--- src/cpu_pkg.sv ---
`default_nettype none

package cpu_pkg;

    localparam int data_w    = 16;  // datapath width
    localparam int addr_w    = 16;  // byte addresses, 2 bytes per word
    localparam int reg_count = 8;   // r0 reads as zero

    // R-type ops take rt from imm[2:0]
    typedef enum logic [3:0] {
        OP_ADD  = 4'h0,  // rd = rs + rt
        OP_SUB  = 4'h1,  // rd = rs - rt
        OP_AND  = 4'h2,  // rd = rs & rt
        OP_OR   = 4'h3,  // rd = rs | rt
        OP_ADDI = 4'h4,  // rd = rs + imm
        OP_LD   = 4'h5,  // rd = mem[rs + imm*2]
        OP_ST   = 4'h6,  // mem[rs + imm*2] = rd
        OP_BEQ  = 4'h7,  // if rs == rd, pc = pc + 2 + imm*2
        OP_HALT = 4'h8   // stop in writeback
    } opcode_t;

    typedef enum logic [4:0] {
        PH_FETCH     = 5'b00001,
        PH_DECODE    = 5'b00010,
        PH_EXECUTE   = 5'b00100,
        PH_MEMORY    = 5'b01000,
        PH_WRITEBACK = 5'b10000
    } phase_t;

    typedef struct packed {
        opcode_t           opcode;  // [15:12]
        logic [2:0]        rd;      // [11:9] dest, or 2nd source for st/beq
        logic [2:0]        rs;      // [8:6]
        logic signed [5:0] imm;     // [5:0]
    } instr_t;

    typedef struct packed {
        opcode_t             opcode;
        logic [2:0]          rd;
        logic [data_w-1:0]   rs_val;  // first operand
        logic [data_w-1:0]   rt_val;  // second operand
        logic [data_w-1:0]   imm;     // sign extended
    } decoded_t;

    typedef struct packed {
        opcode_t             opcode;
        logic [2:0]          rd;
        logic [data_w-1:0]   alu;            // alu result
        logic [addr_w-1:0]   addr;           // ld/st address
        logic [data_w-1:0]   wdata;          // st data
        logic                branch_taken;
        logic [addr_w-1:0]   branch_target;
    } exec_result_t;

    typedef struct packed {
        logic                valid;
        logic                write;
        logic [addr_w-1:0]   addr;
        logic [data_w-1:0]   wdata;
    } mem_req_t;

    typedef struct packed {
        logic                  awvalid;
        logic [addr_w-1:0]     awaddr;
        logic                  wvalid;
        logic [data_w-1:0]     wdata;
        logic [data_w/8-1:0]   wstrb;
        logic                  bready;
        logic                  arvalid;
        logic [addr_w-1:0]     araddr;
        logic                  rready;
    } axil_req_t;

    typedef struct packed {
        logic                awready;
        logic                wready;
        logic                bvalid;
        logic [1:0]          bresp;
        logic                arready;
        logic                rvalid;
        logic [data_w-1:0]   rdata;
        logic [1:0]          rresp;
    } axil_rsp_t;

endpackage

`default_nettype wire
--- src/cpu_core.sv ---
`default_nettype none

module cpu_core (
    input  wire logic                clk,
    input  wire logic                rst_n,
    output cpu_pkg::axil_req_t       axil_req,
    input  wire cpu_pkg::axil_rsp_t  axil_rsp,
    output logic                     halted
);
    import cpu_pkg::*;

    phase_t            phase;
    logic              fetch_busy;
    logic              mem_busy;
    logic              halt;
    logic [addr_w-1:0] pc;
    mem_req_t          fetch_req;
    logic [data_w-1:0] fetch_rdata;
    logic              fetch_done;
    instr_t            instr;
    decoded_t          dec;
    exec_result_t      exr;
    logic [data_w-1:0] load_data;
    logic              rf_we;
    logic [2:0]        rf_waddr;
    logic [data_w-1:0] rf_wdata;

    phase_sequencer i_phase_sequencer (
        .clk, .rst_n, .fetch_busy, .mem_busy, .halt, .phase, .halted
    );

    fetch_stage i_fetch_stage (
        .clk, .rst_n, .phase, .pc, .fetch_req, .fetch_rdata, .fetch_done, .fetch_busy, .instr
    );

    decode_stage i_decode_stage (
        .clk, .rst_n, .phase, .instr, .rf_we, .rf_waddr, .rf_wdata, .dec
    );

    execute_stage i_execute_stage (
        .clk, .rst_n, .phase, .pc, .dec, .exr
    );

    axil_master i_axil_master (  // shared instruction and data port
        .clk, .rst_n, .phase, .fetch_req, .exr, .axil_req, .axil_rsp,
        .fetch_rdata, .fetch_done, .load_data, .mem_busy
    );

    writeback_stage i_writeback_stage (
        .clk, .rst_n, .phase, .exr, .load_data, .pc, .rf_we, .rf_waddr, .rf_wdata, .halt
    );

endmodule

`default_nettype wire

--- src/writeback_stage.sv ---
`default_nettype none

module writeback_stage (
    input  wire logic                        clk,
    input  wire logic                        rst_n,
    input  wire cpu_pkg::phase_t             phase,
    input  wire cpu_pkg::exec_result_t       exr,
    input  wire logic [cpu_pkg::data_w-1:0]  load_data,
    output logic [cpu_pkg::addr_w-1:0]       pc,
    output logic                             rf_we,
    output logic [2:0]                       rf_waddr,
    output logic [cpu_pkg::data_w-1:0]       rf_wdata,
    output logic                             halt
);
    import cpu_pkg::*;

    logic in_wb;
    logic writes_rd;  // opcode has a register result

    assign in_wb = (phase == PH_WRITEBACK);

    always_comb begin
        unique case (exr.opcode)
            OP_ADD, OP_SUB, OP_AND, OP_OR, OP_ADDI, OP_LD: writes_rd = 1'b1;
            default:                                       writes_rd = 1'b0;
        endcase
    end

    assign rf_we    = in_wb && writes_rd;
    assign rf_waddr = exr.rd;
    assign rf_wdata = (exr.opcode == OP_LD) ? load_data : exr.alu;
    assign halt     = in_wb && (exr.opcode == OP_HALT);

    always_ff @(posedge clk or negedge rst_n) begin
        if (!rst_n) begin
            pc <= '0;  // first fetch at 0
        end else if (in_wb && !halt) begin
            pc <= exr.branch_taken ? exr.branch_target : pc + addr_w'(2);
        end
    end

endmodule

`default_nettype wire

--- src/axil_master.sv ---
`default_nettype none

module axil_master (
    input  wire logic                        clk,
    input  wire logic                        rst_n,
    input  wire cpu_pkg::phase_t             phase,
    input  wire cpu_pkg::mem_req_t           fetch_req,
    input  wire cpu_pkg::exec_result_t       exr,
    output cpu_pkg::axil_req_t               axil_req,
    input  wire cpu_pkg::axil_rsp_t          axil_rsp,
    output logic [cpu_pkg::data_w-1:0]       fetch_rdata,
    output logic                             fetch_done,
    output logic [cpu_pkg::data_w-1:0]       load_data,
    output logic                             mem_busy
);
    import cpu_pkg::*;

    typedef enum logic [2:0] {
        ST_IDLE,
        ST_RADDR,  // arvalid until arready
        ST_RDATA,  // rready until rvalid
        ST_WRITE,  // aw and w in flight
        ST_WRESP   // bready until bvalid
    } state_t;

    state_t            state;
    mem_req_t          mem_req;   // ld/st request from exr
    mem_req_t          req;       // request taken in idle
    logic              is_mem_op;
    logic              is_fetch;  // current read is an instruction fetch
    logic              aw_pend;
    logic              w_pend;
    logic              aw_hs;
    logic              w_hs;
    logic              rd_hs;
    logic [addr_w-1:0] addr_q;
    logic [data_w-1:0] wdata_q;

    assign is_mem_op = (exr.opcode == OP_LD) || (exr.opcode == OP_ST);

    always_comb begin
        mem_req       = '0;
        mem_req.valid = (phase == PH_MEMORY) && is_mem_op;
        mem_req.write = (exr.opcode == OP_ST);
        mem_req.addr  = exr.addr;
        mem_req.wdata = exr.wdata;
    end

    assign req = fetch_req.valid ? fetch_req : mem_req;  // phases never overlap

    always_comb begin
        axil_req         = '0;
        axil_req.arvalid = (state == ST_RADDR);
        axil_req.araddr  = addr_q;
        axil_req.rready  = (state == ST_RDATA);
        axil_req.awvalid = (state == ST_WRITE) && aw_pend;
        axil_req.awaddr  = addr_q;
        axil_req.wvalid  = (state == ST_WRITE) && w_pend;
        axil_req.wdata   = wdata_q;
        axil_req.wstrb   = '1;  // full words only
        axil_req.bready  = (state == ST_WRESP);
    end

    assign aw_hs = axil_req.awvalid && axil_rsp.awready;
    assign w_hs  = axil_req.wvalid && axil_rsp.wready;
    assign rd_hs = axil_req.rready && axil_rsp.rvalid;

    assign fetch_rdata = axil_rsp.rdata;
    assign fetch_done  = rd_hs && is_fetch;
    // clears in the cycle the ld/st completes
    assign mem_busy = mem_req.valid &&
                      !((rd_hs && !is_fetch) || (axil_req.bready && axil_rsp.bvalid));

    always_ff @(posedge clk or negedge rst_n) begin
        if (!rst_n) begin
            state    <= ST_IDLE;
            is_fetch <= 1'b0;
            aw_pend  <= 1'b0;
            w_pend   <= 1'b0;
        end else begin
            unique case (state)
                ST_IDLE: if (req.valid) begin
                    is_fetch <= fetch_req.valid;
                    aw_pend  <= req.write;
                    w_pend   <= req.write;
                    state    <= req.write ? ST_WRITE : ST_RADDR;
                end
                ST_RADDR: if (axil_rsp.arready) state <= ST_RDATA;
                ST_RDATA: if (axil_rsp.rvalid) state <= ST_IDLE;
                ST_WRITE: begin
                    if (aw_hs) aw_pend <= 1'b0;  // each channel drops on its own
                    if (w_hs) w_pend <= 1'b0;
                    if ((!aw_pend || aw_hs) && (!w_pend || w_hs)) state <= ST_WRESP;
                end
                ST_WRESP: if (axil_rsp.bvalid) state <= ST_IDLE;  // bresp ignored
                default: state <= ST_IDLE;
            endcase
        end
    end

    always_ff @(posedge clk) begin
        if (state == ST_IDLE && req.valid) begin
            addr_q  <= req.addr;
            wdata_q <= req.wdata;
        end
        if (rd_hs && !is_fetch) begin
            load_data <= axil_rsp.rdata;  // used in writeback
        end
    end

    // address channels hold valid and payload until accepted
    assert property (@(posedge clk) disable iff (!rst_n)
        axil_req.arvalid && !axil_rsp.arready |=> axil_req.arvalid && $stable(axil_req.araddr));
    assert property (@(posedge clk) disable iff (!rst_n)
        axil_req.awvalid && !axil_rsp.awready |=> axil_req.awvalid && $stable(axil_req.awaddr));

endmodule

`default_nettype wire

--- src/execute_stage.sv ---
`default_nettype none

module execute_stage (
    input  wire logic                        clk,
    input  wire logic                        rst_n,
    input  wire cpu_pkg::phase_t             phase,
    input  wire logic [cpu_pkg::addr_w-1:0]  pc,
    input  wire cpu_pkg::decoded_t           dec,
    output cpu_pkg::exec_result_t            exr
);
    import cpu_pkg::*;

    logic [data_w-1:0] alu;
    logic [addr_w-1:0] imm_x2;  // word offset in bytes

    assign imm_x2 = {dec.imm[addr_w-2:0], 1'b0};

    always_comb begin
        unique case (dec.opcode)
            OP_ADD:  alu = dec.rs_val + dec.rt_val;  // wraps at 16 bits
            OP_SUB:  alu = dec.rs_val - dec.rt_val;
            OP_AND:  alu = dec.rs_val & dec.rt_val;
            OP_OR:   alu = dec.rs_val | dec.rt_val;
            OP_ADDI: alu = dec.rs_val + dec.imm;
            default: alu = '0;  // ld/st/beq/halt write no alu value
        endcase
    end

    always_ff @(posedge clk or negedge rst_n) begin
        if (!rst_n) begin
            exr <= '0;
        end else if (phase == PH_EXECUTE) begin
            exr.opcode        <= dec.opcode;
            exr.rd            <= dec.rd;
            exr.alu           <= alu;
            exr.addr          <= dec.rs_val + imm_x2;  // ld/st address
            exr.wdata         <= dec.rt_val;           // st data from rd
            exr.branch_taken  <= (dec.opcode == OP_BEQ) && (dec.rs_val == dec.rt_val);
            exr.branch_target <= pc + addr_w'(2) + imm_x2;
        end
    end

endmodule

`default_nettype wire

--- src/decode_stage.sv ---
`default_nettype none

module decode_stage (
    input  wire logic                        clk,
    input  wire logic                        rst_n,
    input  wire cpu_pkg::phase_t             phase,
    input  wire cpu_pkg::instr_t             instr,
    input  wire logic                        rf_we,
    input  wire logic [2:0]                  rf_waddr,
    input  wire logic [cpu_pkg::data_w-1:0]  rf_wdata,
    output cpu_pkg::decoded_t                dec
);
    import cpu_pkg::*;

    logic [data_w-1:0] rf [reg_count];  // register file
    logic [2:0]        rt_idx;           // second source index
    logic [data_w-1:0] rs_val;
    logic [data_w-1:0] rt_val;

    // st and beq read rd, r-type reads imm[2:0]
    assign rt_idx = (instr.opcode == OP_ST || instr.opcode == OP_BEQ) ? instr.rd
                                                                      : instr.imm[2:0];

    assign rs_val = (instr.rs == 3'd0) ? '0 : rf[instr.rs];  // r0 reads zero
    assign rt_val = (rt_idx == 3'd0) ? '0 : rf[rt_idx];

    always_ff @(posedge clk) begin
        if (rf_we) begin
            rf[rf_waddr] <= rf_wdata;
        end
    end

    always_ff @(posedge clk or negedge rst_n) begin
        if (!rst_n) begin
            dec <= '0;
        end else if (phase == PH_DECODE) begin
            dec.opcode <= instr.opcode;
            dec.rd     <= instr.rd;
            dec.rs_val <= rs_val;
            dec.rt_val <= rt_val;
            dec.imm    <= {{(data_w - 6){instr.imm[5]}}, instr.imm};  // sign extend
        end
    end

endmodule

`default_nettype wire

--- src/fetch_stage.sv ---
`default_nettype none

module fetch_stage (
    input  wire logic                        clk,
    input  wire logic                        rst_n,
    input  wire cpu_pkg::phase_t             phase,
    input  wire logic [cpu_pkg::addr_w-1:0]  pc,
    output cpu_pkg::mem_req_t                fetch_req,
    input  wire logic [cpu_pkg::data_w-1:0]  fetch_rdata,
    input  wire logic                        fetch_done,
    output logic                             fetch_busy,
    output cpu_pkg::instr_t                  instr
);
    import cpu_pkg::*;

    logic in_fetch;
    logic pending;  // read issued and word not back yet

    assign in_fetch = (phase == PH_FETCH);

    // single read of pc on phase entry
    always_comb begin
        fetch_req       = '0;
        fetch_req.valid = in_fetch && !pending;
        fetch_req.write = 1'b0;  // instruction reads only
        fetch_req.addr  = pc;
    end

    assign fetch_busy = in_fetch && !fetch_done;  // leave fetch on the data beat

    always_ff @(posedge clk or negedge rst_n) begin
        if (!rst_n) begin
            pending <= 1'b0;
        end else if (fetch_done) begin
            pending <= 1'b0;
        end else if (fetch_req.valid) begin
            pending <= 1'b1;
        end
    end

    always_ff @(posedge clk) begin
        if (fetch_done) begin
            instr <= fetch_rdata;  // held through the rest of the instruction
        end
    end

    // the bus returns a word only for a read that was asked for
    assert property (@(posedge clk) disable iff (!rst_n) fetch_done |-> pending);

    // an outstanding read holds the core in fetch and raises no second request
    assert property (@(posedge clk) disable iff (!rst_n)
        pending && !fetch_done |=> in_fetch && !fetch_req.valid);

endmodule

`default_nettype wire

--- src/phase_sequencer.sv ---
`default_nettype none

module phase_sequencer (
    input  wire logic            clk,
    input  wire logic            rst_n,
    input  wire logic            fetch_busy,  // read still outstanding
    input  wire logic            mem_busy,    // ld/st still outstanding
    input  wire logic            halt,        // halt seen in writeback
    output cpu_pkg::phase_t      phase,
    output logic                 halted
);
    import cpu_pkg::*;

    phase_t phase_nxt;

    // ring order, each phase may hold on its own stall
    always_comb begin
        unique case (phase)
            PH_FETCH:     phase_nxt = fetch_busy ? PH_FETCH : PH_DECODE;
            PH_DECODE:    phase_nxt = PH_EXECUTE;
            PH_EXECUTE:   phase_nxt = PH_MEMORY;
            PH_MEMORY:    phase_nxt = mem_busy ? PH_MEMORY : PH_WRITEBACK;
            PH_WRITEBACK: phase_nxt = halt ? PH_WRITEBACK : PH_FETCH;  // halt parks here
            default:      phase_nxt = PH_FETCH;
        endcase
    end

    always_ff @(posedge clk or negedge rst_n) begin
        if (!rst_n) begin
            phase  <= PH_FETCH;  // start fetching pc 0
            halted <= 1'b0;
        end else begin
            phase  <= phase_nxt;
            halted <= halted || (phase == PH_WRITEBACK && halt);  // sticky
        end
    end

    // one phase active at any time
    assert property (@(posedge clk) disable iff (!rst_n) $onehot(phase));

    // once halted, no phase leaves writeback again
    assert property (@(posedge clk) disable iff (!rst_n)
        halted |-> phase == PH_WRITEBACK);

endmodule

`default_nettype wire

--- config.mk ---
export PLATFORM = sky130hd
export DESIGN_NAME = cpu_core
export DESIGN_NICKNAME = d
export VERILOG_FILES = /design/src/cpu_pkg.sv /design/src/cpu_core.sv /design/src/writeback_stage.sv /design/src/axil_master.sv /design/src/execute_stage.sv /design/src/decode_stage.sv /design/src/fetch_stage.sv /design/src/phase_sequencer.sv
export SDC_FILE = /design/constraint.sdc
export NUM_CORES = 1
export LEC_CHECK = 0
export ABC_AREA = 1
export BUFFER_PORTS_ARGS = -buffer_cell sky130_fd_sc_hd__buf_2
export CORE_MARGIN = 5
export CORE_UTILIZATION = 50
export CTS_CLUSTER_SIZE = 25
export DETAILED_ROUTE_END_ITERATION = 7
export HOLD_SLACK_MARGIN = 0.05
export PLACE_DENSITY_LB_ADDON = 0.15
export SYNTH_ARGS = -nofsm -noshare
export SYNTH_HDL_FRONTEND = slang
export SYNTH_HIERARCHICAL = 1
export SYNTH_SLANG_ARGS = --single-unit
export TNS_END_PERCENT = 20
--- constraint.sdc ---
create_clock -name clk -period 2.7 [get_ports clk]
set_clock_uncertainty 0.2 [all_clocks]
set_input_delay 0.27 -clock clk [delete_from_list [all_inputs] [get_ports clk]]
set_output_delay 0.27 -clock clk [all_outputs]
set_load 0.005 [all_outputs]
==> metrics.txt <==
Routability Congestion=0.946; number of fill cells=3606; CTS clock-pin slew for the worst setup and hold paths=0.06 ns; Hold Path Class=in2async; Max-Cap Viols=0; Core Footprint=39500 um^2; Startpoint Class=flip-flop; Critical R2R Launch=i_decode_stage/dec[53]; overall die height=209 um; CTS Sinks=322; Slew Limit Fails=0; Via-to-Cell Ratio=5.30; Worst setup EP type=flip-flop; drt wl/cell=18.1 um; Site Rows=73; Final Hold Slack=0.0654 ns; most frequent cells in the layout=nand2_1 (741), inv_1 (282), nand3_1 (234); overall routing resource usage=0.253; synth warn=6; crit path max-delay cell type=ha_1; Starting DRT DRC Count=1304; DRC Markers=0; root buffer cell=clkbuf_16; max incr delay on CP=0.40 ns; initial antenna violation count=0; mean post-synth cell area=8.07 um^2; Post-Syn Area=19800 um^2; Max H-tree Level=2; commonest non-fill, non-tap cell in the layout=nand2_1; Final Cell Area=22400 um^2; Crit Path Class=reg2reg; period utilization=0.981; IO Pins=83; global-route wire length before repair=87600 um; maximum VDD drop=0.663 mV; r2r endpoint=i_execute_stage/exr[62]; final hold vios=0; worst path cell trace=inv_2 > nor2_4 > nand2_4 > inv_6 > clkbuf_16 > nand2_1 > o21ai_0 > ha_1 > nand2_2 > buf_4 > nor3_1 > nand2_1 > nand2_1 > nand2_1 > nand3_1 > nand3_1 > nand2_1 > nand2_1; number of port buffers=76; sequential element share of the synthesized area=0.451; Max-slew headroom=0.498; remaining antenna violation count=0; vias in the first global route=15800; Syn Inst Count=2457; CP dominant cell by count=nand2_1; Tmin final=2.65 ns; outcome=finished clean; Die W=209 um; Yosys cell types=54; overflow left after global routing=0; n_diodes=0; Synth Flop Type=edfxtp_1; dpl hpwl=40400 um; Worst-Skew Late Latency=0.57 ns; Area Growth Syn to Fin=13.2%; asr flop ratio synth=0.453; Final Setup Violations=0; CP arrival=2.90 ns; crit-path max FO=11; FF+latch count, synth=322; total CTS buffers=37; post-place instance area=20800 um^2; largest net degree at the start of global routing=62; CP required=2.95 ns; Slew @ Worst Pin=0.752 ns; RSZ-0062 raised after global routing=true; worst-case reg-to-reg path depth=18; initial core utilization=0.502; TritonRoute pass-1 iters=5; Cell Pwr Density=998 nW/um^2; number of synthesized flops with an enable pin=176; Leak=10.8 nW; CTS Buffer Depth=3; Nets=2694; die area=43700 um^2; layout cells sized above 1=0.130; WL final=56200 um; TritonCTS clock tree=built; Vias=16500; worst setup margin=0.0514 ns; R2R Setup Slk=0.05 ns; FMAX=0.378 GHz; pre-CTS setup slack=0.0318 ns
## metal layers
layer  routed length, um  part of all wire  track usage  vias to the layer above
met3                3340             0.059       0.0294                      125
met1               24700              0.44        0.346                     7648
li1                    -                 -            -                     8127
met5                   0                 0            0                        -
met2               26300              0.47        0.417                      586
met4                1870             0.033       0.0920                        0
## worst max-delay path, delay by kind of cell, from the launching register on
kind            cells  cell delay, ns
simple gates       12            1.00
flops               1            0.38
fa+ha+maj           1            0.40
buf+inv             4            0.45
compound gates      1            0.08
## how the worst max path moves through the flow
stage,start,to,slack (ns),cells past startpoint
2_1_floorplan,i_decode_stage/dec[52],i_execute_stage/exr[63],0.19,18
3_3_place_gp,i_decode_stage/dec[54],i_execute_stage/exr[61],0.03,18
3_5_place_dp,i_decode_stage/dec[53],i_execute_stage/exr[57],0.03,16
4_1_cts,i_decode_stage/dec[53],i_execute_stage/exr[57],0.01,16
5_1_grt,i_decode_stage/dec[53],i_execute_stage/exr[55],-0.10,17
6_report,i_decode_stage/dec[53],i_execute_stage/exr[62],0.05,18
## power breakdown
group | leakage [nW] | switching, mW | internal [mW]
Combinational | 6.71 | 6.65 | 3.82
Clock | 0.579 | 2.05 | 2.83
Sequential | 3.50 | 0.737 | 6.29
## state kept, by name (all words and copies together), names as in the netlist
| signal | cells |
|---|---|
| i_axil_master/state | 3 |
| i_axil_master/w_pend | 1 |
| i_writeback_stage/pc | 16 |
| i_phase_sequencer/phase | 5 |
| i_axil_master/wdata_q | 16 |
| i_axil_master/aw_pend | 1 |
| i_phase_sequencer/halted | 1 |
| i_axil_master/is_fetch | 1 |
| i_axil_master/load_data | 16 |
| i_decode_stage/dec | 45 |
| i_fetch_stage/instr | 16 |
| i_execute_stage/exr | 72 |
| i_decode_stage/rf | 112 |
| i_axil_master/addr_q | 16 |
| i_fetch_stage/pending | 1 |
## synth_stat cells, drive strengths merged, types with 2 or more instances
library cell  number  area, um^2
o21ai            139         699
conb               2        7.51
fa                 4        80.1
clkbuf            36         145
o22ai              3        18.8
o21bai            10        75.1
a21o               3        22.5
ha               107        1340
nand2            760        2870
or2                9        56.3
xor2              12         105
a41oi              2        17.5
buf              126         875
nand4             22         144
o211ai            13        97.6
nand3b            24         180
o22a               6        52.6
inv              295        1110
o2111ai            4        35.0
a211oi             8        60.1
nand3            240        1240
xnor2             11        96.3
mux2              16         218
and2               3        18.8
dfrtp            145        3630
nor2             170         718
nor3              13        75.1
a31oi             10        62.6
a21oi             81         417
edfxtp           176        5290
o31ai              2        15.0
## metrics by stage
step                      TNS, ns  power [mW]  instances  utilization
after detailed placement        0        16.9       3009        0.528
after global placement          0        16.8       3009        0.528
after floorplan                 0        13.9       2474            -
after global routing       -0.511        24.0       3110        0.568
after CTS                       0        21.9       3101        0.564
final                           0        22.4       3110        0.568
## repair_timing
action	4_1_cts	5_1_grt
buffers inserted	0	8
hold endpoints to repair	187	0
resized for setup	0	40
hold buffers	24	0
endpoints found under the setup margin	0	13
## cell families (layout without fill, tap and decap cells)
group / count (synthesis) / after routing / share of synthesized area
AOI/OAI and AO/OA: 283 / 283 / 0.0801
xor gates and xnor gates: 23 / 23 / 0.0102
adders and majority gates: 111 / 111 / 0.0716
buffers and inverters: 457 / 568 / 0.107
DFF: 322 / 322 / 0.451
muxes: 17 / 17 / 0.0115
other: 2 / 19 / 0.000379
and+or+nand+nor: 1242 / 1242 / 0.268
## cell type report
type / count / area, um^2 / area share
Sequential cell: 322 / 8940 / 0.399
Multi-Input combinational cell: 1695 / 8910 / 0.397
Timing Repair Buffer: 205 / 1630 / 0.0726
Inverter: 295 / 1110 / 0.0496
Clock buffer: 46 / 991 / 0.0442
Tap cell: 525 / 657 / 0.0293
Clock inverter: 22 / 195 / 0.00870
No activity file was read; power rests on OpenSTA's default activity.
